$ cat src/lstm_cmd_pkg.sv
package lstm_cmd_pkg;

	// host command opcodes
	typedef enum logic [1:0] {
		OP_LOAD  = 2'd0,
		OP_STEP  = 2'd1,
		OP_CLEAR = 2'd2
	} op_t;

	// which weight of a gate a LOAD writes
	typedef enum logic [1:0] {
		WK_W = 2'd0,
		WK_U = 2'd1,
		WK_B = 2'd2
	} wkind_t;

	// occupancy and credit counters
	typedef logic [2:0] cnt_t;

	// command FIFO, also the host's starting credit count
	localparam int CMD_DEPTH = 4;
	localparam int CMD_PTR_W = $clog2(CMD_DEPTH);

	// result FIFO
	localparam int RES_DEPTH = 4;
	localparam int RES_PTR_W = $clog2(RES_DEPTH);

	// result credits held by the DUT after reset
	localparam cnt_t RES_CREDITS_INIT = 3'd2;

endpackage

$ cat src/lstm_fixed_pkg.sv
package lstm_fixed_pkg;

	// signed Q8.24 word
	localparam int FIX_W = 32;
	localparam int FIX_FRAC = 24;

	// one cell has four gates
	localparam int GATE_N = 4;

	// one data word
	typedef logic signed [FIX_W-1:0] fix_t;

	// full product before rescaling
	typedef logic signed [2*FIX_W-1:0] prod_t;

	// 1.0 and 0.5 in Q8.24
	localparam fix_t FIX_ONE = fix_t'(1 << FIX_FRAC);
	localparam fix_t FIX_HALF = fix_t'(1 << (FIX_FRAC - 1));

	// gate order also indexes the weight and activation arrays
	//   a is the candidate (tanh), i/f/o are sigmoid gates
	typedef enum logic [1:0] {
		GATE_A = 2'd0,
		GATE_I = 2'd1,
		GATE_F = 2'd2,
		GATE_O = 2'd3
	} gate_t;

endpackage

$ cat src/lstm_result.sv
`timescale 1ns/1ns

module lstm_result (
	input  logic                 clk,
	input  logic                 i_arst_n,
	input  logic                 i_done,
	input  lstm_fixed_pkg::fix_t i_h,
	input  lstm_fixed_pkg::fix_t i_c,
	input  logic                 i_res_credit,
	output logic                 o_room,
	output logic                 o_res_valid,
	output lstm_fixed_pkg::fix_t o_res_h,
	output lstm_fixed_pkg::fix_t o_res_c
);

	lstm_fixed_pkg::fix_t h_mem [lstm_cmd_pkg::RES_DEPTH];
	lstm_fixed_pkg::fix_t c_mem [lstm_cmd_pkg::RES_DEPTH];

	logic [lstm_cmd_pkg::RES_PTR_W-1:0] wr_ptr_q;
	logic [lstm_cmd_pkg::RES_PTR_W-1:0] rd_ptr_q;
	lstm_cmd_pkg::cnt_t count_q;
	lstm_cmd_pkg::cnt_t credit_q;

	logic pop;

	// decode holds STEPs while full, so a push always finds a slot
	assign o_room = (count_q < lstm_cmd_pkg::RES_DEPTH);

	// head goes out while the consumer has granted a credit
	assign pop = (count_q != '0) && (credit_q != '0);
	assign o_res_valid = pop;
	assign o_res_h = h_mem[rd_ptr_q];
	assign o_res_c = c_mem[rd_ptr_q];

	always_ff @(posedge clk) begin
		if (i_done) begin
			h_mem[wr_ptr_q] <= i_h;
			c_mem[wr_ptr_q] <= i_c;
		end
	end

	always_ff @(posedge clk or negedge i_arst_n) begin
		if (!i_arst_n) begin
			wr_ptr_q <= '0;
			rd_ptr_q <= '0;
			count_q  <= '0;
			credit_q <= lstm_cmd_pkg::RES_CREDITS_INIT;
		end else begin
			if (i_done) begin
				wr_ptr_q <= wr_ptr_q + 1'b1;
			end
			if (pop) begin
				rd_ptr_q <= rd_ptr_q + 1'b1;
			end
			case ({i_done, pop})
				2'b10: count_q <= count_q + 1'b1;
				2'b01: count_q <= count_q - 1'b1;
				default: count_q <= count_q;
			endcase
			// returned credit and spent credit can cancel out
			case ({i_res_credit, pop})
				2'b10: credit_q <= credit_q + 1'b1;
				2'b01: credit_q <= credit_q - 1'b1;
				default: credit_q <= credit_q;
			endcase
		end
	end

endmodule

$ cat config.mk
export PLATFORM = sky130hd
export DESIGN_NAME = lstm_result
export DESIGN_NICKNAME = d
export VERILOG_FILES = /design/src/lstm_cmd_pkg.sv /design/src/lstm_fixed_pkg.sv /design/src/lstm_result.sv
export SDC_FILE = /design/constraint.sdc
export NUM_CORES = 1
export LEC_CHECK = 0
export ABC_AREA = 1
export BUFFER_PORTS_ARGS = -buffer_cell sky130_fd_sc_hd__buf_2
export CAP_MARGIN = 0
export CORE_MARGIN = 3
export CORE_UTILIZATION = 45
export CTS_BUF_LIST = sky130_fd_sc_hd__clkbuf_4
export CTS_CLUSTER_DIAMETER = 120
export DETAILED_ROUTE_END_ITERATION = 8
export SYNTH_ARGS = -nofsm -noshare
export SYNTH_HDL_FRONTEND = slang
export SYNTH_SLANG_ARGS = --single-unit
$ cat constraint.sdc
create_clock -name clk -period 3.17 [get_ports clk]
set_input_delay 0.634 -clock clk [delete_from_list [all_inputs] [get_ports clk]]
set_output_delay 0.634 -clock clk [all_outputs]
set_load 0.05 [all_outputs]
**After elaboration in Yosys (flattened, before gate mapping)**

Memory sizes are Yosys's and may differ from the RTL's.
Cells that the tools add are included.

- Register bits: 10
- RAM bits: 256
- Output and inout port bits: 66
- Word-level logic and storage cells: 26
- Memories kept: 2

- $add $sub $neg: 6
- Order comparisons: 1
- Equality and inequality tests: 4
- Mux-type cells: 4
- Reductions and logical operators: 5

Memory list:

| name | words | bits a word | read ports | clocked after Yosys merged registers in | write ports | line | RTL |
|---|---|---|---|---|---|---|---|
| c_mem | 4 | 32 | 1 | 0 | 1 | lstm_result.sv:17 | `lstm_fixed_pkg::fix_t c_mem [lstm_cmd_pkg::RES_DEPTH];` |
| h_mem | 4 | 32 | 1 | 0 | 1 | lstm_result.sv:16 | `lstm_fixed_pkg::fix_t h_mem [lstm_cmd_pkg::RES_DEPTH];` |

Operators with widths:

| cell | count |
|---|---|
| $pmux W3 S2 | 2 |
| $add A3 B1 Y3 const B | 2 |
| $reduce_bool A3 Y1 | 2 |
| $sub A3 B1 Y3 const B | 2 |
| $add A2 B1 Y2 const B | 2 |
| $eq A2 B1 Y1 const B | 2 |
| $eq A2 B2 Y1 const B | 2 |
| $reduce_bool A2 Y1 | 2 |
| $lt A3 B3 Y1 const B | 1 |
| $mux W1 | 2 |
| $logic_and A1 B1 Y1 | 1 |

**Longest topological paths before layout**

Gate-level depths: netlist (run 1).

- Word-level depth: 4
- Depth in mapped cells: 12

**Worst setup path after synthesis (run 1)**

No wires, ideal clock.

- Kind: input -> register
- From: in i_done
- To: mem c_mem[0][0] in the netlist's numbering (enable)
- Arrival: 2.191 ns
- Setup slack: 0.561 ns
- Stages on the path: 3
- Buffers on the path: 1
- Cell sequence: clkbuf_1 -> nand2_1 -> inv_1

- Cells in the longest elaborated chain, start to end: 2

RTL lines:

| item | line | RTL |
|---|---|---|
| start: declaration | lstm_result.sv:6 | `input logic i_done,` |
| $mux W1 | lstm_result.sv:36 | `if (i_done) begin` |
| $mux W1 (implied by the code) | lstm_result.sv:38 | `c_mem[wr_ptr_q] <= i_c;` |
| end: declaration | lstm_result.sv:17 |  |

Every way passes these cells.

**Worst setup path in the final report (run 1)**

- From: reg rd_ptr_q[0] in the netlist's numbering
- To: out o_res_c[14]

- Cells in the longest elaborated chain, start to end: 1

RTL lines:

| item | line | RTL |
|---|---|---|
| start: declaration | lstm_result.sv:20 | `logic [lstm_cmd_pkg::RES_PTR_W-1:0] rd_ptr_q;` |
| start signal: assignment | lstm_result.sv:53 | `rd_ptr_q <= rd_ptr_q + 1'b1;` |
| $mem_v2 Z4 W32 | -- |  |
| end: declaration | lstm_result.sv:13 | `output lstm_fixed_pkg::fix_t o_res_c` |

Every way passes these cells.

==> key figures, run 1 <==
Status
  • Outcome: completed

Synth
  • Area of the mapped netlist: 10800 sq um
  • Dominant cell type by area after synthesis: edfxtp_1
  • Number of flops mapped to enable cells by yosys: around 260
  • Top-area cell type share of the netlist area: 0.710
  • YS warnings: 0
  • Syn Nets: about 900
  • Netlist cell types: 19
  • Synth async-reset ratio: 0.0376
  • Yosys reg bits: ~270
  • Cells after Synth: 826
  • Ranking of synthesized cells by area: edfxtp_1 71%, o211ai_1 8.9%, nand2_1 7.5%
  • Main synth FF type: edfxtp_1
  • Sequential cell area fraction in the yosys report: 0.733
  • Syn_area_per_cell: approximately 13 sq um

STA
  • Final Max Slew Viols: 0
  • Slew HR: 0.432
  • Setup_tns: 0 ps
  • Final Hold Fails: 0
  • RSZ-0062 raised after global routing: false
  • Slew @ Worst Pin: approximately 850 ps
  • Tmin final: between 2000 and 3000 ps
  • Setup violations, final: 0
  • Smallest hold slack: approximately 210 ps
  • Max Freq: between 300 and 400 MHz
  • Setup Skew: 24.8 ps
  • Period utilisation layout: 0.926

Cells and area
  • Area growth syn-to-layout: 16.5%
  • Final Cell Area: 12600 sq um
  • Layout cells sized above 1: 0.253
  • Commonest non-fill, non-tap cell in the layout: edfxtp_1
  • Most frequent cells in the layout: 256 x edfxtp_1, 216 x nand2_1, 145 x inv_1, 133 x buf_2, 128 x o211ai_1
  • Final nets: 1082
  • Reg area: between 7000 and 8000 sq um
  • Footprint of the multi-input gates: slightly below 2000 sq um
  • Layout fillers: about 2100

Critical path
  • Startpoint types: flop
  • Crit end category: output port
  • R2r setup slk: 1270 ps
  • Req. time, crit path: between 2000 and 3000 ps
  • Worst r2r dst: count_q[2]$_DFFE_PN0P_
  • Max FO, Critical Path: 70
  • Reg-to-Reg Start: credit_q[1]$_DFFE_PN1P_
  • Worst Setup SP: rd_ptr_q[0]$_DFFE_PN0N_
  • Capture point of the worst path: o_res_c[14]
  • R2R cell count: 11
  • CP arrival: around 2300 ps
  • Critical path class: flop to output port

Detailed routing
  • DR vias: ~6600
  • Router iterations before antenna repair: 7
  • WL per Instance: approximately 16 um
  • Vias/cell: a little under 5
  • Initial DRC Count: about 340
  • Post-route ant nets: 0
  • DRC Markers: 0
  • Drt total wl: around 21000 um

GRT
  • Vias in the first global route: between 6000 and 7000
  • Initial antenna violation count: 3
  • Largest net degree at the start of global routing: around 70
  • Total GRT Usage: 0.164
  • GRT overflow: 0
  • First-pass GRT wire length: approximately 33000 um

Floorplanning
  • # IOs: between 100 and 150
  • Die H: between 150 and 200 um
  • Effective utilization at floorplan: 0.460
  • Die area: between 20000 and 30000 sq um
  • DIE WIDTH: 161 um
  • Core Area: 23500 sq um
  • Cell Rows: 56

CTS
  • Post-CTS Setup Inserts: 0
  • CTS tree: done
  • Total CTS buffers: about 70
  • Clock buffer depth: 3
  • Root Driver: clkbuf_4
  • Clock transition at path regs: ~70 ps
  • CTS sink cnt: 266
  • Worst-skew pair later-pin latency: 620 ps
  • H-Tree Depth: 3

Worst hold path
  • Worst hold path type: primary input to flop

Pwr
  • Clock share of power: 0.204
  • Switching Fraction: 0.443
  • Peak supply drop: 0.753 mV
  • LEAKAGE: 0.00525 uW
  • NetSw: ~6000 uW
  • Pint: ~7500 uW
  • Share of power burned in registers: 0.353
  • PD cells: about 1100 nW/um^2
  • Comb power frac: 0.442

Place
  • Post-DP HPWL: between 10000 and 15000 um
  • Placed cell area: 11800 sq um
  • Final GP Congestion: roughly 0.7
  • IO buf count: around 130

Run
  • Max_cap viols: 0
==> area by class of cell <==
type | count | area share
clock inverters | 8 | 0.00456
clock buffers | 100 | 0.0595
diodes | 2 | 0.000397
well taps | 319 | 0.0316
multi-input cells | 366 | 0.156
repair buffers | 152 | 0.0732
inverters | 151 | 0.0455
flip-flops and latches | 266 | 0.629
==> synth_stat cells (all sizes together) (3+ instances only) <==
cell type,n
buf,36
clkbuf,7
dfrtp,9
edfxtp,256
ha,6
inv,151
nand2,216
nand3,5
o211ai,128
o21ai,3
==> sequential cells by signal, indices dropped and copies added (netlist names) <==
| signal | count |
|---|---|
| wr_ptr_q | 2 |
| h_mem | 128 |
| credit_q | 3 |
| count_q | 3 |
| rd_ptr_q | 2 |
| c_mem | 128 |
==> critical path: stages (launching register included) <==
cell	delay [ps]
dfrtp_1	450
inv_8	340
buf_4	310
o211ai_1	100
nand2_1	140
buf_2	270
==> worst min path at each step <==
stage / endpoint / slack [ps] / depth (start not counted) / from
after floorplan: count_q[0]$_DFFE_PN0P_ / 340 / 0 / i_arst_n
after global placement: count_q[2]$_DFFE_PN0P_ / 460 / 2 / count_q[2]$_DFFE_PN0P_
after detailed placement: count_q[2]$_DFFE_PN0P_ / 470 / 2 / count_q[2]$_DFFE_PN0P_
after CTS: h_mem[0][27]$_DFFE_PP_ / 150 / 1 / i_h[27]
after global routing: h_mem[1][19]$_DFFE_PP_ / 140 / 1 / i_h[19]
final: h_mem[1][27]$_DFFE_PP_ / 210 / 1 / i_h[27]
==> what timing repair did <==
action | CTS | global route
setup endpoints to repair | 0 | 13
hold endpoints to repair | 9 | 0
hold buffers | 1 | 0
resized for setup | 0 | 2
==> stage by stage <==
stage               utilization  std cells  setup slack, ps  total power, uW
floorplan                     -        826              561             9600
global placement          0.501       1253              821            10900
detailed placement        0.501       1253              817            10900
CTS                       0.536       1362             96.4            13700
global route              0.536       1364             23.7            14400
finish                    0.536       1364              235            13500
==> layer usage <==
metal | share of wire | up-vias | track usage
li1 | - | 3263 | -
met1 | 0.44 | 3109 | 0.212
met2 | 0.48 | 166 | 0.267
met3 | 0.065 | 27 | 0.0518
met4 | 0.013 | 2 | 0.0524
met5 | 0.00052 | - | 0
==> logic make-up after synthesis <==
family | count (synthesis) | synth area share
AOI/OAI and AO/OA | 131 | 0.0901
xor gates and xnor gates | 3 | 0.00243
adders and majority gates | 8 | 0.0106
buffers and inverters | 194 | 0.0854
DFF | 266 | 0.733
and+or+nand+nor | 224 | 0.0787
==> power by group through the flow <==
stage               registers, uW  logic [uW]  clock network [uW]
finish                       4780        5980                2770
global route                 4840        6460                3070
CTS                          4780        6060                2870
detailed placement           4860        6040                   0
global placement             4840        6010                   0
floorplan                    4850        4750                   0
(Power assumes the default switching activity.)
==> run 2, diff against run 1 <==
--- a/config.mk
+++ b/config.mk
@@ -8,11 +8,11 @@
 export ABC_AREA = 1
 export BUFFER_PORTS_ARGS = -buffer_cell sky130_fd_sc_hd__buf_2
 export CAP_MARGIN = 0
-export CORE_MARGIN = 3
 export CORE_UTILIZATION = 45
 export CTS_BUF_LIST = sky130_fd_sc_hd__clkbuf_4
 export CTS_CLUSTER_DIAMETER = 120
 export DETAILED_ROUTE_END_ITERATION = 8
+export PLACE_DENSITY = 0.67
 export SYNTH_ARGS = -nofsm -noshare
 export SYNTH_HDL_FRONTEND = slang
 export SYNTH_SLANG_ARGS = --single-unit
==> key figures, run 2 (synthesized netlist as in run 1, its figures left out) <==
CTS
  • CTS tree: done
  • CTS sink cnt: 266 (unchanged)
  • H-Tree Depth: 3 (unchanged)
  • Clock transition at path regs: 70 ps (about the same)
  • Worst-skew pair later-pin latency: 660 ps (+40 ps)
  • Post-CTS Setup Inserts: 0 (unchanged)
  • Clock buffer depth: 3 (unchanged)
  • CTS resizes: 0 (unchanged)
  • Root Driver: clkbuf_4
  • Total CTS buffers: 69 (unchanged)
  • Hold_buf cts: 1 (unchanged)

Place
  • Placed cell area: 11700 sq um (-0.57%)
  • IO buf count: 133 (unchanged)
  • Post-DP HPWL: 11800 um (-3.8%)
  • Final GP Congestion: 0.684 (-5.2%)

Critical path
  • Max incr delay on CP: 430 ps (-20 ps)
  • Req. time, crit path: 2540 ps (about the same)
  • Crit-path leading delay family: buffers and inverters
  • CP arrival: 2270 ps (-30 ps)
  • Worst Path Buf+Inv: 3 (unchanged)
  • Max FO, Critical Path: 115 (+64%)
  • Slowest cell on the critical path: dfrtp_1
  • Critical path class: flop to output port
  • Startpoint types: flop
  • Crit end category: output port
  • Crit-path cells: inv_6 -> buf_12 -> o211ai_1 -> nand2_1 -> buf_2

STA
  • Smallest hold slack: 182 ps (-30.0 ps)
  • Setup Skew: 39.3 ps (+14.5 ps)
  • Tmin final: 2910 ps (-27.0 ps)
  • Setup violations, final: 0 (unchanged)
  • Period utilisation layout: 0.917 (-0.00853)
  • Max Freq: 344 MHz (+0.93%)
  • Setup_tns: 0 ps (unchanged)
  • Final Hold Fails: 0 (unchanged)
  • Slew HR: 0.552 (+0.120)
  • RSZ-0062 raised after global routing: false
  • Slew @ Worst Pin: 671 ps (-181 ps)
  • Final Max Slew Viols: 0 (unchanged)

Detailed routing
  • Met3 wire len: 1540 um (+11%)
  • Post-route ant nets: 0 (unchanged)
  • Router iterations before antenna repair: 4 (-3)
  • DRC Markers: 0 (unchanged)
  • Initial DRC Count: 285 (-15%)
  • Drt total wl: 20400 um (-4.3%)
  • Met1 wire length: 8210 um (-12%)
  • Vias/cell: 4.80 (-0.38%)
  • WL per Instance: 14.9 um (-4.6%)
  • Metal2 WL: 10100 um (-1.4%)
  • Uppermost layer routed: met5
  • DR vias: 6561 (-0.091%)

Floorplanning
  • Effective utilization at floorplan: 0.460 (unchanged)
  • Cell Rows: 56 (unchanged)
  • Core Area: 23500 sq um (unchanged)
  • # IOs: 134 (unchanged)
  • DIE WIDTH: 157 um (-2.5%)
  • Die H: 157 um (-2.5%)
  • Die area: 24700 sq um (-4.9%)

Pwr
  • PD cells: 1070 nW/um^2 (about the same)
  • Pint: 7530 uW (-0.11%)
  • Switching Fraction: 0.443 (-0.000602)
  • Peak supply drop: 0.781 mV (+3.7%)
  • Share of power burned in registers: 0.355 (+0.002)
  • Clock share of power: 0.213 (+0.009)
  • Comb power frac: 0.432 (-0.010)
  • NetSw: 5980 uW (-0.35%)
  • LEAKAGE: 0.00522 uW (-0.56%)

Worst hold path
  • Worst hold path type: primary input to flop

Cells and area
  • Layout cells sized above 1: 0.249 (-0.00383)
  • Most frequent cells in the layout: 256 x edfxtp_1, 216 x nand2_1, 145 x inv_1, 133 x buf_2, 128 x o211ai_1
  • Final Cell Area: 12600 sq um (-0.13%)
  • Fin util: 0.535 (-0.000691)
  • Area growth syn-to-layout: 16.3%
  • Final nets: 1079 (-0.28%)
  • Commonest non-fill, non-tap cell in the layout: edfxtp_1
  • Largest regs: c_mem x128, h_mem x128

GRT
  • Largest net degree at the start of global routing: 116 (+63%)
  • Total GRT Usage: 0.171 (+0.00687)
  • Initial antenna violation count: 4 (+1)
  • First-pass GRT wire length: 31800 um (-4.5%)
  • GRT overflow: 0 (unchanged)
  • Vias in the first global route: 6556 (+1.6%)

Run
  • Max_cap viols: 0 (unchanged)

Status
  • Outcome: completed
## run 2: cell types whose count changed in the layout (fill, tap and decap cells not counted)
| cell | delta |
|---|---|
| bufinv_16 | +1 |
| clkinv_2 | +5 |
| buf_12 | -4 |
| inv_2 | -6 |
| inv_8 | -1 |
| clkinv_1 | +7 |
| inv_6 | +1 |
| clkbuf_4 | -3 |
| buf_4 | +1 |
| clkinvlp_4 | +3 |
## run 2: power groups by stage
stage / Sequential (uW) / Clock (uW) / Combinational [uW]
after floorplan: 4850 / 0 / 4750
after global placement: 4840 / 0 / 5840
after detailed placement: 4870 / 0 / 5910
after CTS: 4800 / 2980 / 5930
after global routing: 4840 / 3160 / 6350
final: 4790 / 2880 / 5840
## run 2: through the flow
step / power, uW / instances / worst slack [ps]
floorplan: 9600 / 826 / 561
global placement: 10700 / 1250 / 961
detailed placement: 10800 / 1250 / 929
CTS: 13700 / 1366 / 199
global route: 14300 / 1367 / 59.8
finish: 13500 / 1368 / 262
## run 2: worst register-to-register path, cell delays in order (launching register included)
cell and delay [ps]:
dfstp_2 550, nor2_1 40, nand2_1 100, nand2_1 90, inv_1 140, ha_1 200, inv_1 70, fa_1 400
nand2_1 110, nand3_1 80, nand2_1 60, nand2_1 50
## run 2: cell type report
| class | count | area (sq um) |
|---|---|---|
| Tap cell | 319 | 399 |
| Clock inverter | 18 | 134 |
| Fill cell | 2033 | 10900 |
| Antenna cell | 2 | 5.00 |
| Timing Repair Buffer | 149 | 851 |
| Sequential cell | 266 | 7940 |
| Clock buffer | 97 | 728 |
| Multi-Input combinational cell | 366 | 1970 |
| Inverter | 151 | 577 |
## run 2: worst paths after layout
| check | startpoint | to | cells after the start | slack [ps] |
|---|---|---|---|---|
| worst min-delay path | i_c[16] | c_mem[3][16]$_DFFE_PP_ | 1 | 180 |
| min in group asynchronous | i_arst_n | rd_ptr_q[0]$_DFFE_PN0N_ | 2 | 400 |
| max in group asynchronous | i_arst_n | credit_q[1]$_DFFE_PN1P_ | 2 | 2490 |
| worst max-delay path | rd_ptr_q[0]$_DFFE_PN0N_ | o_res_h[25] | 5 | 260 |
| worst min register to register | count_q[0]$_DFFE_PN0P_ | count_q[0]$_DFFE_PN0P_ | 1 | 470 |
| worst max register to register | credit_q[1]$_DFFE_PN1P_ | credit_q[2]$_DFFE_PN0P_ | 11 | 1190 |
## run 2: layer usage
| layer | GRT usage | up-vias |
|---|---|---|
| met5 | 0 | - |
| met4 | 0.0865 | 4 |
| met3 | 0.0570 | 42 |
| met2 | 0.293 | 190 |
| met1 | 0.191 | 3064 |
| li1 | - | 3261 |
