`src/lstm_cmd_pkg.sv`:
```
package lstm_cmd_pkg;

	// host command opcodes
	typedef enum logic [1:0] {
		OP_LOAD  = 2'd0,
		OP_STEP  = 2'd1,
		OP_CLEAR = 2'd2
	} op_t;

	// which weight of a gate a LOAD writes
	typedef enum logic [1:0] {
		WK_W = 2'd0,
		WK_U = 2'd1,
		WK_B = 2'd2
	} wkind_t;

	// occupancy and credit counters
	typedef logic [2:0] cnt_t;

	// command FIFO, also the host's starting credit count
	localparam int CMD_DEPTH = 4;
	localparam int CMD_PTR_W = $clog2(CMD_DEPTH);

	// result FIFO
	localparam int RES_DEPTH = 4;
	localparam int RES_PTR_W = $clog2(RES_DEPTH);

	// result credits held by the DUT after reset
	localparam cnt_t RES_CREDITS_INIT = 3'd2;

endpackage

```
`src/lstm_fixed_pkg.sv`:
```
package lstm_fixed_pkg;

	// signed Q8.24 word
	localparam int FIX_W = 32;
	localparam int FIX_FRAC = 24;

	// one cell has four gates
	localparam int GATE_N = 4;

	// one data word
	typedef logic signed [FIX_W-1:0] fix_t;

	// full product before rescaling
	typedef logic signed [2*FIX_W-1:0] prod_t;

	// 1.0 and 0.5 in Q8.24
	localparam fix_t FIX_ONE = fix_t'(1 << FIX_FRAC);
	localparam fix_t FIX_HALF = fix_t'(1 << (FIX_FRAC - 1));

	// gate order also indexes the weight and activation arrays
	//   a is the candidate (tanh), i/f/o are sigmoid gates
	typedef enum logic [1:0] {
		GATE_A = 2'd0,
		GATE_I = 2'd1,
		GATE_F = 2'd2,
		GATE_O = 2'd3
	} gate_t;

endpackage

```
`src/lstm_decode.sv`:
```
`timescale 1ns/1ns

module lstm_decode (
	input  logic                 clk,
	input  logic                 i_arst_n,
	input  logic                 i_cmd_valid,
	input  lstm_cmd_pkg::op_t    i_cmd_op,
	input  lstm_fixed_pkg::gate_t i_cmd_gate,
	input  lstm_cmd_pkg::wkind_t i_cmd_kind,
	input  lstm_fixed_pkg::fix_t i_cmd_data,
	input  logic                 i_busy,
	input  logic                 i_room,
	output logic                 o_cmd_credit,
	output logic                 o_load,
	output logic                 o_step,
	output logic                 o_clear,
	output lstm_fixed_pkg::gate_t o_gate,
	output lstm_cmd_pkg::wkind_t o_kind,
	output lstm_fixed_pkg::fix_t o_data
);

	// command storage
	lstm_cmd_pkg::op_t     op_mem   [lstm_cmd_pkg::CMD_DEPTH];
	lstm_fixed_pkg::gate_t gate_mem [lstm_cmd_pkg::CMD_DEPTH];
	lstm_cmd_pkg::wkind_t  kind_mem [lstm_cmd_pkg::CMD_DEPTH];
	lstm_fixed_pkg::fix_t  data_mem [lstm_cmd_pkg::CMD_DEPTH];

	logic [lstm_cmd_pkg::CMD_PTR_W-1:0] wr_ptr_q;
	logic [lstm_cmd_pkg::CMD_PTR_W-1:0] rd_ptr_q;
	lstm_cmd_pkg::cnt_t count_q;

	logic push;
	logic pop;
	lstm_cmd_pkg::op_t head_op;

	// host only sends while holding a credit, so the FIFO never overflows
	assign push = i_cmd_valid;
	assign head_op = op_mem[rd_ptr_q];

	// a STEP also needs a free result slot
	assign pop = (count_q != '0) && !i_busy &&
		((head_op != lstm_cmd_pkg::OP_STEP) || i_room);

	// one strobe per popped command
	assign o_load  = pop && (head_op == lstm_cmd_pkg::OP_LOAD);
	assign o_step  = pop && (head_op == lstm_cmd_pkg::OP_STEP);
	assign o_clear = pop && (head_op == lstm_cmd_pkg::OP_CLEAR);
	assign o_gate  = gate_mem[rd_ptr_q];
	assign o_kind  = kind_mem[rd_ptr_q];
	assign o_data  = data_mem[rd_ptr_q];

	// every pop frees a slot for the host
	assign o_cmd_credit = pop;

	always_ff @(posedge clk) begin
		if (push) begin
			op_mem[wr_ptr_q]   <= i_cmd_op;
			gate_mem[wr_ptr_q] <= i_cmd_gate;
			kind_mem[wr_ptr_q] <= i_cmd_kind;
			data_mem[wr_ptr_q] <= i_cmd_data;
		end
	end

	always_ff @(posedge clk or negedge i_arst_n) begin
		if (!i_arst_n) begin
			wr_ptr_q <= '0;
			rd_ptr_q <= '0;
			count_q  <= '0;
		end else begin
			if (push) begin
				wr_ptr_q <= wr_ptr_q + 1'b1;
			end
			if (pop) begin
				rd_ptr_q <= rd_ptr_q + 1'b1;
			end
			case ({push, pop})
				2'b10: count_q <= count_q + 1'b1;
				2'b01: count_q <= count_q - 1'b1;
				default: count_q <= count_q;
			endcase
		end
	end

endmodule

```
`config.mk`:
```
export PLATFORM = sky130hd
export DESIGN_NAME = lstm_decode
export DESIGN_NICKNAME = d
export VERILOG_FILES = /design/src/lstm_cmd_pkg.sv /design/src/lstm_fixed_pkg.sv /design/src/lstm_decode.sv
export SDC_FILE = /design/constraint.sdc
export NUM_CORES = 1
export LEC_CHECK = 0
export ABC_AREA = 1
export BUFFER_PORTS_ARGS = -buffer_cell sky130_fd_sc_hd__buf_2
export CAP_MARGIN = 5
export CORE_ASPECT_RATIO = 1.75
export CORE_MARGIN = 2
export CORE_UTILIZATION = 51
export DETAILED_ROUTE_END_ITERATION = 10
export PLACE_DENSITY = 0.74
export SYNTH_ARGS = -nofsm -noshare
export SYNTH_HDL_FRONTEND = slang
export SYNTH_SLANG_ARGS = --single-unit
```
`constraint.sdc`:
```
create_clock -name clk -period 2.6 [get_ports clk]
set_input_delay 0.39 -clock clk [delete_from_list [all_inputs] [get_ports clk]]
set_output_delay 0.39 -clock clk [all_outputs]
set_load 0.05 [all_outputs]
```
# ---- After elaboration in Yosys (flattened, before gate mapping)
# Memory sizes are Yosys's and may differ from the RTL's.
# Index checks and enable logic that the tools add are counted.
dict set report totals {
  elab_cells 29
  n_memories 4
  ramBits 152
  out_inout_bits 40
  regBits 7
  latch_bits 0
  inputBits 43
  mem_bits_ro 0
}
# name depth word_bits rd rd_ports_with_merged_regs wr line
set mem_list {}
lappend mem_list {data_mem 4 32 1 0 1 lstm_decode.sv:26} ;# lstm_fixed_pkg::fix_t data_mem [lstm_cmd_pkg::CMD_DEPTH];
lappend mem_list {gate_mem 4 2 1 0 1 lstm_decode.sv:24} ;# lstm_fixed_pkg::gate_t gate_mem [lstm_cmd_pkg::CMD_DEPTH];
lappend mem_list {kind_mem 4 2 1 0 1 lstm_decode.sv:25} ;# lstm_cmd_pkg::wkind_t kind_mem [lstm_cmd_pkg::CMD_DEPTH];
lappend mem_list {op_mem 4 2 1 0 1 lstm_decode.sv:23} ;# lstm_cmd_pkg::op_t op_mem [lstm_cmd_pkg::CMD_DEPTH];
dict set report op_classes {
  bitwise_logic 0
  n_lt_le_gt_ge 0
  shift 0
  add_sub_neg 4
  mul 0
  n_mux 3
  reduce_logical 10
  div_mod_pow 0
  eq_ne 5
}
# operator count
set op_table {}
lappend op_table {{$pmux 3 s2} 1}
lappend op_table {{$logic_and 1x1->1} 5}
lappend op_table {{$add 2x1->2 const B} 2}
lappend op_table {{$eq 2x1->1 const B} 2}
lappend op_table {{$eq 2x2->1 const B} 2}
lappend op_table {{$add 3x1->3 const B} 1}
lappend op_table {{$reduce_bool 3->1} 1}
lappend op_table {{$sub 3x1->3 const B} 1}
lappend op_table {{$logic_not 2->1} 1}
lappend op_table {{$mux 1} 2}
lappend op_table {{$ne 2x1->1 const B} 1}
lappend op_table {{$reduce_bool 2->1} 1}
lappend op_table {{$logic_not 1->1} 1}
lappend op_table {{$logic_or 1x1->1} 1}

# ---- Longest topological paths before layout
# Gate-level depths: netlist (run 1).
# An unclocked memory read counts as a cell.
dict set report depth {
  word_depth 6
  mapped_depth 13
  ltp_nobuf 13
}

# ---- Least setup slack after synthesis (run 1)
# OpenSTA, ideal clock, no wires.
dict set report synth_path {
  kind {reg2reg}
  from {register rd_ptr_q[1] (netlist name)}
  to {register count_q[2]}
  slack_ns 0.263
  path_buffers 1
  t_required_ns 2.476
  setup_time_ns 0.124
  stages_incl_launch_ff 14
  arrival_time_ns 2.212
  period_less_slack_ns 2.337
  cell_sequence {dfrtp_1 -> inv_1 -> buf_4 -> nand3_2 -> nand2_2 -> nand3_4 -> nand2_2 -> inv_1 -> ha_1 -> inv_1 -> fa_1 -> a21oi_1 -> o21ai_0 -> xnor2_1}
}
dict set report synth_between {
  elab_chain_cells 6
  word_cells_on_any_way 8
  cone_classes {3 x eq/ne; 1 x mux; 3 x reduce/logical; 1 x memory}
}
# element line
set synth_lines {}
lappend synth_lines {{from (decl)} lstm_decode.sv:29} ;# logic [lstm_cmd_pkg::CMD_PTR_W-1:0] rd_ptr_q;
lappend synth_lines {{from (signal assigned)} lstm_decode.sv:74} ;# rd_ptr_q <= rd_ptr_q + 1'b1;
lappend synth_lines {{$mem_v2 4x2 (*)} -}
lappend synth_lines {{$ne 2x1->1 (*)} lstm_decode.sv:42} ;# ((head_op != lstm_cmd_pkg::OP_STEP) || i_room);
lappend synth_lines {{$logic_or 1x1->1 (*)} lstm_decode.sv:42}
lappend synth_lines {{$logic_and 1x1->1 (*)} lstm_decode.sv:41} ;# assign pop = (count_q != '0) && !i_busy &&
lappend synth_lines {{net o_cmd_credit} lstm_decode.sv:13} ;# output logic o_cmd_credit,
lappend synth_lines {{$eq 2x1->1 / $eq 2x2->1 (equally long branches)} lstm_decode.sv:76} ;# case ({push, pop})
lappend synth_lines {{$pmux 3 s2 / $reduce_bool 2->1 (equally long branches)} -}
lappend synth_lines {{to (signal assigned)} lstm_decode.sv:77} ;# 2'b10: count_q <= count_q + 1'b1;
lappend synth_lines {{to (signal assigned)} lstm_decode.sv:78} ;# 2'b01: count_q <= count_q - 1'b1;
lappend synth_lines {{to (signal assigned)} lstm_decode.sv:79} ;# default: count_q <= count_q;
lappend synth_lines {{to (decl)} lstm_decode.sv:30} ;# lstm_cmd_pkg::cnt_t count_q;
# The timed path passes the listed nets; every way through them passes the cells marked *.
# A chain may end at the register's enable or synchronous reset.

# ---- Worst setup path in the final report (run 1)
dict set report layout_path {
  from {register rd_ptr_q[0] (netlist name)}
  to {output port o_kind[0]}
}
dict set report layout_between {
  elab_chain_cells 1
}
# element line
set layout_lines {}
lappend layout_lines {{$mem_v2 4x2} -}
lappend layout_lines {{to (decl)} lstm_decode.sv:18} ;# output lstm_cmd_pkg::wkind_t o_kind,
# No other way between the ends.

==> out/summary.md, run 1 <==
For this run, the leading register cell type out of synthesis is sky130_fd_sc_hd__edfxtp_1. The total I/O pin count was 83. Most numerous cell in the Yosys netlist: sky130_fd_sc_hd__edfxtp_1.

Setup slack closes at 0.135 ns. The biggest area contributor in the post-synthesis netlist is sky130_fd_sc_hd__edfxtp_1. The number of setup violations in the final report was 0.

The final weighted congestion of routability-driven global placement was 0.787; the slew at the pin closest to its max-slew limit was 0.578 ns. The initialized floorplan defines 53 standard-cell rows. After global routing the overflow that remains totals 0.

The logs give 19100 um for the first-pass GRT wire length and 12500 um for the overall routed net length. The hold violation count in the final report is 0, and the pin count of the biggest net entering global routing is 65. Across every metal layer, demand over resource in global routing totals 20.1%. The flow ran to the end, and the final reports show no timing, DRC or antenna violations. For the via count of the first global-routing pass, the log shows 3765. The placeable core area is 11900 um^2.

The share of synthesized flip-flops with an asynchronous set or reset works out to 4.40%. The startpoint identified for the worst hold timing path is i_cmd_data[7]. The run gives 6690 um^2 as the post-place instance area. The number of flops mapped to enable cells by yosys is 152. Detailed placement ended at an HPWL of 7400 um. The y dimension of the die is 149 um. The cell area that synthesis handed to floorplanning was 6130 um^2. Measured against its own limit, the worst slew margin works out to 61.5%. Number of antenna violations at the first check in global routing: 2. The leakage power is 2.69 nW. On the final layout, the worst clock skew is 0.00505 ns.

Cells with a size suffix above 1 make up 26.4% of the layout. The worst hold path terminates at data_mem[0][7]. The logs give 0 for the number of warnings issued by yosys and 2.07 ns for the critical path arrival. After routing the design area is 7330 um^2.

The final route contains 3785 vias. The die covers 12900 um^2. For the post-synthesis cell type count, the log shows 25. The endpoint of the worst register-to-register path was count_q[2]. The tools report the required time at the worst-slack endpoint as 2.21 ns. For this run, the detailed router's first-pass iteration total came to 5. Setup slack on the worst reg-to-reg path comes out at 0.21 ns.

At the placement stage, the worst setup path has a slack of 0.311 ns. The run gives 0 as the max-slew violation total from the final report. For the total power draw, the log shows 10.2 mW. After synthesis, the cell types taking the most area are sky130_fd_sc_hd__edfxtp_1 (74%), sky130_fd_sc_hd__nor2_1 (4.5%), sky130_fd_sc_hd__o21ai_0 (3.8%), sky130_fd_sc_hd__o22ai_1 (3.7%), sky130_fd_sc_hd__dfrtp_1 (2.9%). Averaged over all synthesized cells, the footprint is 14.2 um^2.

The worst path uses 94.8% of the clock period. The critical path is of the flop to output port type. Max-cap violations in this run came to 0.

The detailed-route vias per instance is 5.62. The worst setup path is captured at an output port. In the synthesized netlist, the cells that appear most often are sky130_fd_sc_hd__edfxtp_1 (152), sky130_fd_sc_hd__nor2_1 (74), sky130_fd_sc_hd__o21ai_0 (47), sky130_fd_sc_hd__o22ai_1 (36), sky130_fd_sc_hd__o21ai_1 (28). After filler insertion, the fill cell instance count of the layout stands at 862. In this run the power density over the cells is 1400 nW/um^2.

Clock tree synthesis inserted a total of 17 buffers. IR analysis of the VDD net gives a maximum drop of 0.712 mV. The number of input and output port buffers inserted was 82. TritonCTS built the clock tree.

The area growth from synthesis to layout is 19.6%. Detailed-route wire length per cell: 18.6 um. The tools report the maximum frequency from static timing analysis as 0.406 GHz.

Of the synthesized area, sequential elements account for 77.4%. The worst register-to-register path has a depth of 13. In this run the worst path has a maximum fanout of 40.

Die outline width: 86.9 um. For this block, the initial DRC count from the detailed router was 298. The initial standard-cell utilization of the core came out at 51.6%.

The H-tree was split into 4 levels. The tightest min-delay check is of the input pin to flop type. The clock transition time at the flip-flop clock pins of the worst setup and hold paths works out to 0.06 ns. The buffer cell driving the clock tree root is sky130_fd_sc_hd__clkbuf_16. The longest clock path from root to sink contains 2 buffers.

STA classifies the critical path startpoint as a flop. The number of nets in the synthesized netlist is 481. For the finished layout, the period the worst path requires is 2.46 ns.

The worst hold path cell count is 1. For the net count reported at finish, the log shows 571. The top cell type by area accounts for 74.5% of the synthesized area. The post-synthesis instance total was 432. The clock drives 159 sinks. The number of design rule violations left after detail routing came out at 0. Launch point of the worst reg-to-reg path: rd_ptr_q[0]. The register bit total from synthesis is 159. In this run the remaining antenna-violating nets after routing total 0. Clock latency on the worst-skew pair, taken at its later pin, is 0.42 ns.
[area by class of cell]
class / instances / area, um^2 / share of cell area, %
Sequential cell: 159 / 4740 / 64.7
Multi-Input combinational cell: 229 / 1180 / 16.1
Timing Repair Buffer: 96 / 564 / 7.70
Clock buffer: 17 / 425 / 5.80
Tap cell: 137 / 171 / 2.34
Clock inverter: 14 / 168 / 2.29
Inverter: 19 / 71.3 / 0.973
Antenna cell: 2 / 5.00 / 0.0683
[cell usage in the layout, fill, tap and decap left out]
cell type | synthesis | layout
sky130_fd_sc_hd__inv_1 | 18 | 14
sky130_fd_sc_hd__buf_4 | 1 | 9
sky130_fd_sc_hd__buf_6 | 2 | 1
sky130_fd_sc_hd__clkinv_2 | 0 | 2
sky130_fd_sc_hd__nand4_1 | 1 | 1
sky130_fd_sc_hd__clkinv_1 | 0 | 1
sky130_fd_sc_hd__inv_2 | 1 | 5
sky130_fd_sc_hd__dlygate4sd3_1 | 0 | 1
sky130_fd_sc_hd__dfrtp_1 | 7 | 6
sky130_fd_sc_hd__xor2_1 | 1 | 1
sky130_fd_sc_hd__edfxtp_1 | 152 | 152
sky130_fd_sc_hd__clkbuf_16 | 0 | 18
sky130_fd_sc_hd__o22ai_1 | 36 | 36
sky130_fd_sc_hd__buf_12 | 0 | 2
sky130_fd_sc_hd__xnor2_1 | 2 | 2
sky130_fd_sc_hd__clkinv_4 | 0 | 2
sky130_fd_sc_hd__nand3_4 | 1 | 1
sky130_fd_sc_hd__fa_1 | 1 | 1
sky130_fd_sc_hd__nand3_2 | 4 | 4
sky130_fd_sc_hd__nand3_1 | 3 | 3
sky130_fd_sc_hd__clkinvlp_4 | 0 | 5
sky130_fd_sc_hd__buf_2 | 16 | 82
sky130_fd_sc_hd__nand2_1 | 18 | 18
sky130_fd_sc_hd__o21ai_0 | 47 | 47
sky130_fd_sc_hd__dfrtp_2 | 0 | 1
sky130_fd_sc_hd__a21oi_1 | 2 | 2
sky130_fd_sc_hd__inv_6 | 0 | 1
sky130_fd_sc_hd__o21ai_1 | 28 | 28
sky130_fd_sc_hd__nor2_1 | 74 | 74
sky130_fd_sc_hd__bufinv_16 | 0 | 3
sky130_fd_sc_hd__nor3_1 | 1 | 1
sky130_fd_sc_hd__nand2_2 | 4 | 4
sky130_fd_sc_hd__diode_2 | 0 | 2
sky130_fd_sc_hd__ha_1 | 5 | 5
sky130_fd_sc_hd__nor3_2 | 1 | 1
[where the power goes]
part	total (mW)	internal, mW	switching (mW)
sequential	3.53	3.36	0.165
clock	2.44	1.50	0.938
combinational	4.28	0.996	3.28
[routing by layer]
layer	vias to the layer above	part of all wire, %	global-route usage (%)
met2	124	55	34.5
li1	1773	-	-
met1	1865	38	23.1
met5	-	0	0
met4	0	2.6	9.84
met3	23	5.0	4.76
[timing repair]
item	4_1_cts	5_1_grt
setup endpoints to repair	0	3
gates resized for setup	0	1
buffers inserted	0	0
endpoints found under the hold margin	7	0
hold buffers	1	0
[sequential cells by signal, indices dropped and copies added (netlist names)]
signal	cells
count_q	3
gate_mem	8
kind_mem	8
wr_ptr_q	2
op_mem	8
data_mem	128
rd_ptr_q	2
[worst max path at each step]
stage / startpoint / endpoint / slack (ns)
after floorplan: rd_ptr_q[1] / count_q[2] / 0.26
after global placement: rd_ptr_q[0] / count_q[2] / 0.40
after detailed placement: rd_ptr_q[0] / count_q[2] / 0.31
after CTS: rd_ptr_q[1] / o_data[12] / 0.06
after global routing: rd_ptr_q[0] / o_kind[0] / -0.009
final: rd_ptr_q[0] / o_kind[0] / 0.14
[logic make-up after synthesis]
kind of cell	after synthesis	synth area share [%]
adder cells (fa/ha/maj)	6	1.35
AND/OR/NAND/NOR	107	7.58
flip-flops	159	77.4
AO/OA/AOI/OAI	113	9.97
buffers and inverters	44	3.33
XOR/XNOR	3	0.429
[per-stage QoR]
step	hold slack, ns	TNS (ns)	instances	util, %
final	0.185	0	673	61.7
after global routing	0.172	-0.00865	673	61.7
after CTS	0.175	0	670	61.5
after detailed placement	0.244	0	638	56.4
after global placement	0.243	0	638	56.4
after floorplan	0.0944	0	432	-
[worst max-delay path: stages, from the launching register on]
cell,delay [ns]
sky130_fd_sc_hd__dfrtp_2,0.43
sky130_fd_sc_hd__buf_4,0.39
sky130_fd_sc_hd__o21ai_0,0.21
sky130_fd_sc_hd__o22ai_1,0.29
sky130_fd_sc_hd__buf_2,0.32
(Power assumes the default switching activity.)
==> inputs of run 2 (changes only) <==
Settings changed: RECOVER_POWER set to 50.
Clock period 2.6 ns to 2.9 ns, I/O delays scaled along.
==> out/summary.md, run 2 (synthesized netlist as in run 1, its figures left out) <==
The flow ran to the end, and the final reports show no timing, DRC or antenna violations. The tools report the endpoint of the worst register-to-register path as count_q[2]. For the placeable core area, the log shows 11900 um^2 (unchanged). The worst hold path terminates at data_mem[2][12].

The hold violation count in the final report is 0 (unchanged), and the part of the cycle the worst path needs is 93.5%. The run gives 7110 um (+4.2%) as the total met2 wirelength after detailed routing. By startpoint and endpoint, the worst setup path is classified as flop to output port.

The tools report the relative max-transition margin as 35.2% (-26 points). The area overhead of the layout relative to synthesis is 18.8%. The total congestion overflow after global routing came out at 0 (unchanged). TritonCTS built the clock tree. The tools report the number of max-cap violations as 0 (unchanged). Number of standard-cell rows in the floorplan: 53 (unchanged). The detailed-routing iteration count for the pre-antenna-repair pass was 4 (-1). The worst hold slack was 0.272 ns (+0.0867 ns); the final setup TNS was 0 ns (unchanged). The post-place instance area is 6680 um^2 (-0.15%). The max-slew violation total from the final report is 0 (unchanged), and the number of setup violations in the final report is 0 (unchanged). The leakage power was 2.59 nW (-3.4%); the delay of the slowest cell on the worst path was 0.54 ns (+0.11 ns).

The peak fanout along the critical path is 24 (-40%). The tree is rooted in a sky130_fd_sc_hd__clkbuf_16. The filler cell count is 871 (+1.0%), and the number of input and output port buffers inserted is 82 (unchanged).

The number of flip-flops in the largest register was 128 (unchanged). STA classifies the critical path endpoint as an output port. The worst path needs 2.71 ns of the cycle, external delays included. Leaving out fill and tap cells, the most frequent cell in the layout is sky130_fd_sc_hd__edfxtp_1.

For this run, the top clock speed supported by timing is 0.369 GHz. The kind of start point of the critical path was a flop. Number of CTS-inserted buffers: 17 (unchanged).

The die outline width works out to 86.9 um (unchanged). Slew at the pin closest to its max-slew limit: 0.971 ns (+0.393 ns). The path class of the lowest-slack min-delay path is input pin to flop. The total I/O pin count was 83 (unchanged); the total number of vias was 3828 (+1.1%). The pin count of the biggest net entering global routing was 60 (-7.7%); the initial DRC count was 306 (+2.7%).

The source of the worst hold timing path was i_cmd_data[12]. The register-to-register setup slack was 0.28 ns (+0.07 ns); the power per unit of standard cell area was 1270 nW/um^2 (-9.1%). The floorplan die area is 12900 um^2 (unchanged). The wire length on met1 was 4570 um (-3.9%); the H-tree depth was 4 (unchanged). The run gives 572 (+0.18%) as the net count reported at finish. In the layout the commonest cells are sky130_fd_sc_hd__edfxtp_1 (152), sky130_fd_sc_hd__nor2_1 (74), sky130_fd_sc_hd__o21ai_0 (47), sky130_fd_sc_hd__buf_2 (43), sky130_fd_sc_hd__clkbuf_1 (41). The clock transition time at the flip-flop clock pins of the worst setup and hold paths is 0.06 ns (about the same), and the largest voltage drop on the vdd net is 0.778 mV (+9.4%). In this run the critical register-to-register path is launched from rd_ptr_q[1].

The tools report the number of antenna violations at the first check in global routing as 1 (-1). The final standard cell area without fillers is 7280 um^2 (-0.70%). Via count of the first global-routing pass: 3949 (+4.9%).

Detailed-route vias per instance: 5.70 (+1.3%). The placed wire-length estimate is 8030 um (+8.5%), and the post-CTS setup repair buffer count is 0 (unchanged). The slowest cell on the critical path was sky130_fd_sc_hd__dfrtp_2. Number of design rule violations left after detail routing: 0 (unchanged). The clock latency of the later-clocked register in the worst-skew pair was 0.41 ns (about the same); the detailed-route wire length per cell was 19.0 um (+2.0%). The total power draw is 9.25 mW (-9.7%), and the critical path arrival is 2.28 ns (+0.21 ns). The number of cells on the worst reg-to-reg path is 13 (unchanged). The critical path goes through inv_2, buf_4, o21ai_0, o22ai_1, buf_2. For the count of antenna-violating nets left after detailed routing, the log shows 0 (unchanged). The highest routed metal layer is met4. The total met3 wirelength after detailed routing came out at 731 um (+18%).

The run gives 12800 um (+1.9%) as the overall routed net length. The final weighted congestion of routability-driven global placement is 0.757 (-3.8%). The run gives 2 (unchanged) as the maximum clock insertion buffer count. Y dimension of the die: 149 um (unchanged). Setup repair after global routing left no endpoint under its margin. data_mem holds more flip-flops than any other register. The run gives 19800 um (+3.9%) as the first-pass GRT wire length. For the initial standard-cell utilization of the core, the log shows 51.6% (unchanged). The global routing usage summed across all routing layers is 21.0% (+0.95 points).

The worst hold path cell count works out to 1 (unchanged). The tools report the clock sink total as 159 (unchanged). Layout cell share with drive strength beyond 1: 18.5% (-7.9 points). The logs give 2.47 ns (+0.26 ns) for the required time at the worst-slack endpoint and 61.3% (-0.43 points) for the utilization after layout. The worst setup skew after layout is 0.00581 ns (+0.000762 ns).
-- run 2: cell types whose count changed in the layout (fill, tap and decap cells not counted), sizes merged --
cell / delta
clkinvlp: -3
clkbuf: +40
buf: -37
diode: -1
clkinv: -1
bufinv: +2
inv: -1
-- run 2: report_power, final --
group | leakage (nW) | switching, mW | internal [mW]
logic | 0.819 | 2.88 | 0.837
registers | 1.48 | 0.181 | 3.02
clock network | 0.297 | 0.818 | 1.51
total | 2.59 | 3.88 | 5.37
-- run 2: stage by stage --
step	cells	setup slack, ns
detailed placement	640	0.343
global placement	640	0.522
global route	672	0.0696
floorplan	432	0.563
CTS	671	0.0799
finish	672	0.189
-- run 2: critical path, delay by kind of cell, from the launching register on --
family                 cells  cell delay, ns
buffers and inverters      3            0.94
flip-flops                 1            0.54
AO/OA/AOI/OAI              2            0.36
-- run 2: timing repair --
item | 4_1_cts | 5_1_grt
gates resized for setup | 0 | 2
hold endpoints to repair | 7 | 0
endpoints found under the setup margin | 0 | 5
hold buffers | 1 | 0
-- run 2: layout make-up --
| class | count | area [um^2] | share of cell area (%) |
|---|---|---|---|
| sequential | 159 | 4740 | 65.1 |
| multi-input combinational | 229 | 1180 | 16.3 |
| timing repair buffer | 97 | 484 | 6.65 |
| clock buffer | 19 | 433 | 5.95 |
| clock inverter | 11 | 191 | 2.63 |
| tap | 137 | 171 | 2.36 |
| inverter | 19 | 71.3 | 0.980 |
| antenna | 1 | 2.50 | 0.0344 |
-- run 2: metal layers --
| metal | global-route usage [%] | up-vias |
|---|---|---|
| li1 | - | 1769 |
| met1 | 23.3 | 1900 |
| met2 | 36.4 | 140 |
| met3 | 5.48 | 19 |
| met4 | 10.9 | 0 |
| met5 | 0 | - |
-- run 2: worst max-delay path by stage --
stage / start / endpoint / cells past startpoint
2_1_floorplan: rd_ptr_q[1] / count_q[2] / 13
3_3_place_gp: rd_ptr_q[0] / count_q[2] / 13
3_5_place_dp: rd_ptr_q[1] / count_q[2] / 13
4_1_cts: rd_ptr_q[0] / o_kind[0] / 4
5_1_grt: rd_ptr_q[0] / o_kind[0] / 5
6_report: rd_ptr_q[0] / o_kind[0] / 5
==> inputs of run 3 (changes only) <==
Settings changed: SETUP_SLACK_MARGIN set to 0.3.
==> out/summary.md, run 3 (synthesized netlist as in run 1, its figures left out) <==
Hold violation count in the final report: 0 (unchanged). The number of max-cap violations was 0 (unchanged); the number of input and output port buffers inserted was 82 (unchanged). The run gives 40.6% (+0.4 points) as the combinational share of power.

Compared with the post-synthesis result, the final layout area differs by 19.4%. The detailed-route vias per instance was 5.76 (+1.1%); the number of flip-flops in the largest register was 128 (unchanged). The via count of the first global-routing pass came out at 3940 (-0.23%).

Register-to-register setup slack: 0.43 ns (+0.15 ns). The most flop-heavy register is data_mem. The worst slack after detailed placement was 0.343 ns (unchanged). The final critical path time including I/O delays and setup was 2.53 ns (-0.179 ns). The critical path arrival is 2.10 ns (-0.18 ns). Kind of start point of the critical path: a flop. The worst setup path is captured at an output port.

The logs give 0 (unchanged) for the count of antenna-violating nets left after detailed routing and 159 (unchanged) for the clock sink total. Setup repair after global routing left no endpoint under its margin. The detailed-route wire length per cell was 19.2 um (+1.0%); the largest voltage drop on the vdd net was 0.779 mV (+0.11%).

The number of CTS-inserted buffers is 17 (unchanged), and the relative max-transition margin is 34.3% (-0.90 points). For the leakage power, the log shows 2.60 nW (+0.39%). The flow ran to the end, and the final reports show no timing, DRC or antenna violations. The final setup TNS was 0 ns (unchanged); the initial DRC count was 306 (unchanged).

The power per unit of standard cell area was 1280 nW/um^2 (+0.49%); the slew at the pin closest to its max-slew limit was 0.984 ns (+0.0134 ns). The tools report the number of setup violations in the final report as 0 (unchanged). The path class of the lowest-slack min-delay path was input pin to flop. The clock transition time at the flip-flop clock pins of the worst setup and hold paths works out to 0.06 ns (about the same). In the layout the commonest cells are sky130_fd_sc_hd__edfxtp_1 (152), sky130_fd_sc_hd__nor2_1 (74), sky130_fd_sc_hd__o21ai_0 (47), sky130_fd_sc_hd__clkbuf_1 (41), sky130_fd_sc_hd__buf_2 (38).

The global routing usage summed across all routing layers is 20.9% (-0.082 points), and the H-tree depth is 4 (unchanged). The sequential share of power came out at 34.4% (-0.2 points). The detailed-routing iteration count for the pre-antenna-repair pass came out at 5 (+1). The peak fanout along the critical path came out at 24 (unchanged). TritonCTS built the clock tree. Final worst slack: 0.368 ns (+0.179 ns). The number of design rule violations left after detail routing is 0 (unchanged), and the number of standard-cell rows in the floorplan is 53 (unchanged). Placed wire-length estimate: 8030 um (unchanged). The tools report the total number of vias as 3865 (+0.97%). The run gives 12900 um^2 (unchanged) as the floorplan die area. The die outline width came out at 86.9 um (unchanged). The worst setup path is of the flop to output port kind. The tools report the clock network power share as 25.0% (-0.2 points).

The part of the cycle the worst path needs is 87.3% (-6.2 points). The first-pass GRT wire length was 19800 um (-0.38%). Internal portion of total power: 5.43 mW (+1.2%). The antenna diode count came out at 0 (-1).

The y dimension of the die works out to 149 um (unchanged). Post-CTS setup repair buffer count: 0 (unchanged). The share of total power consumed by net switching is 41.9% (-0.086 points), and the clock latency of the later-clocked register in the worst-skew pair is 0.42 ns (about the same). The net count reported at finish was 572 (unchanged); the number of antenna violations at the first check in global routing was 0 (-1). For the maximum frequency from static timing analysis, the log shows 0.395 GHz (+7.1%). The initial standard-cell utilization of the core was 51.6% (unchanged); the required time at the worst-slack endpoint was 2.47 ns (about the same). The buffer cell driving the clock tree root is sky130_fd_sc_hd__clkbuf_16. The overall routed net length was 12900 um (+0.85%).

The most common cell after layout, fill and taps aside was sky130_fd_sc_hd__edfxtp_1. The total congestion overflow after global routing was 0 (unchanged); the total I/O pin count was 83 (unchanged). The switching power of the nets is 3.91 mW (+0.82%). The worst setup skew after layout was 0.00789 ns (+0.00208 ns); the pin count of the biggest net entering global routing was 60 (unchanged). Max-slew violation total from the final report: 0 (unchanged).

For the final weighted congestion of routability-driven global placement, the log shows 0.757 (unchanged). Layout cell share with drive strength beyond 1: 18.7% (+0.19 points). The run gives 11900 um^2 (unchanged) as the placeable core area. The maximum clock insertion buffer count was 2 (unchanged).
==> run 3: cell types whose count changed in the layout (fill, tap and decap cells not counted), sizes merged <==
cell    change
diode       -1
clkbuf      +3
buf         -3
==> run 3: cell type report <==
type / instances / area (um^2)
Clock buffer: 19 / 433
Clock inverter: 11 / 191
Fill cell: 865 / 4550
Inverter: 19 / 76.3
Multi-Input combinational cell: 229 / 1180
Sequential cell: 159 / 4740
Tap cell: 137 / 171
Timing Repair Buffer: 97 / 517
==> run 3: worst paths after layout <==
| path | start | to | depth (start not counted) |
|---|---|---|---|
| setup / recovery | rd_ptr_q[0] | o_data[19] | 5 |
| hold / removal | i_cmd_data[27] | data_mem[3][27] | 1 |
| setup reg to reg | rd_ptr_q[1] | count_q[2] | 13 |
| hold reg to reg | count_q[2] | count_q[2] | 1 |
| max in group asynchronous | i_arst_n | rd_ptr_q[0] | 2 |
| min in group asynchronous | i_arst_n | wr_ptr_q[1] | 2 |
==> run 3: metal layers <==
| metal | vias up | wire, um | GRT usage (%) |
|---|---|---|---|
| met5 | - | 0 | 0 |
| met2 | 150 | 6890 | 35.8 |
| met3 | 44 | 775 | 5.64 |
| met1 | 1901 | 4690 | 23.4 |
| li1 | 1770 | - | - |
| met4 | 0 | 510 | 11.2 |
==> run 3: power groups by stage <==
stage                     Clock, mW  Combinational (mW)  Sequential, mW
after CTS                      2.35                3.79            3.20
final                          2.34                3.79            3.21
after detailed placement          0                3.74            3.24
after global placement            0                3.65            3.21
after global routing           2.46                4.03            3.25
after floorplan                   0                2.86            3.17
==> run 3: critical path: stages (launching register included) <==
cell,delay (ns)
sky130_fd_sc_hd__dfrtp_4,0.59
sky130_fd_sc_hd__inv_6,0.18
sky130_fd_sc_hd__buf_6,0.23
sky130_fd_sc_hd__nor2_1,0.06
sky130_fd_sc_hd__o22ai_1,0.27
sky130_fd_sc_hd__buf_2,0.33
==> run 3: metrics by stage <==
step                cell area (um^2)  std cells  power, mW  util [%]  hold WS (ns)
floorplan                       6130        432       6.03         -         0.139
global placement                6680        640       6.87      56.3         0.289
finish                          7320        671       9.34      61.6         0.269
detailed placement              6680        640       6.97      56.3         0.291
CTS                             7340        671       9.34      61.9         0.217
global route                    7320        671       9.73      61.6         0.262
==> run 3: timing repair <==
item                                    in CTS  in global routing
endpoints found under the setup margin      29                 21
resized for setup                            8                  8
cloned                                       0                  0
hold buffers                                 1                  0
hold endpoints to repair                     7                  0
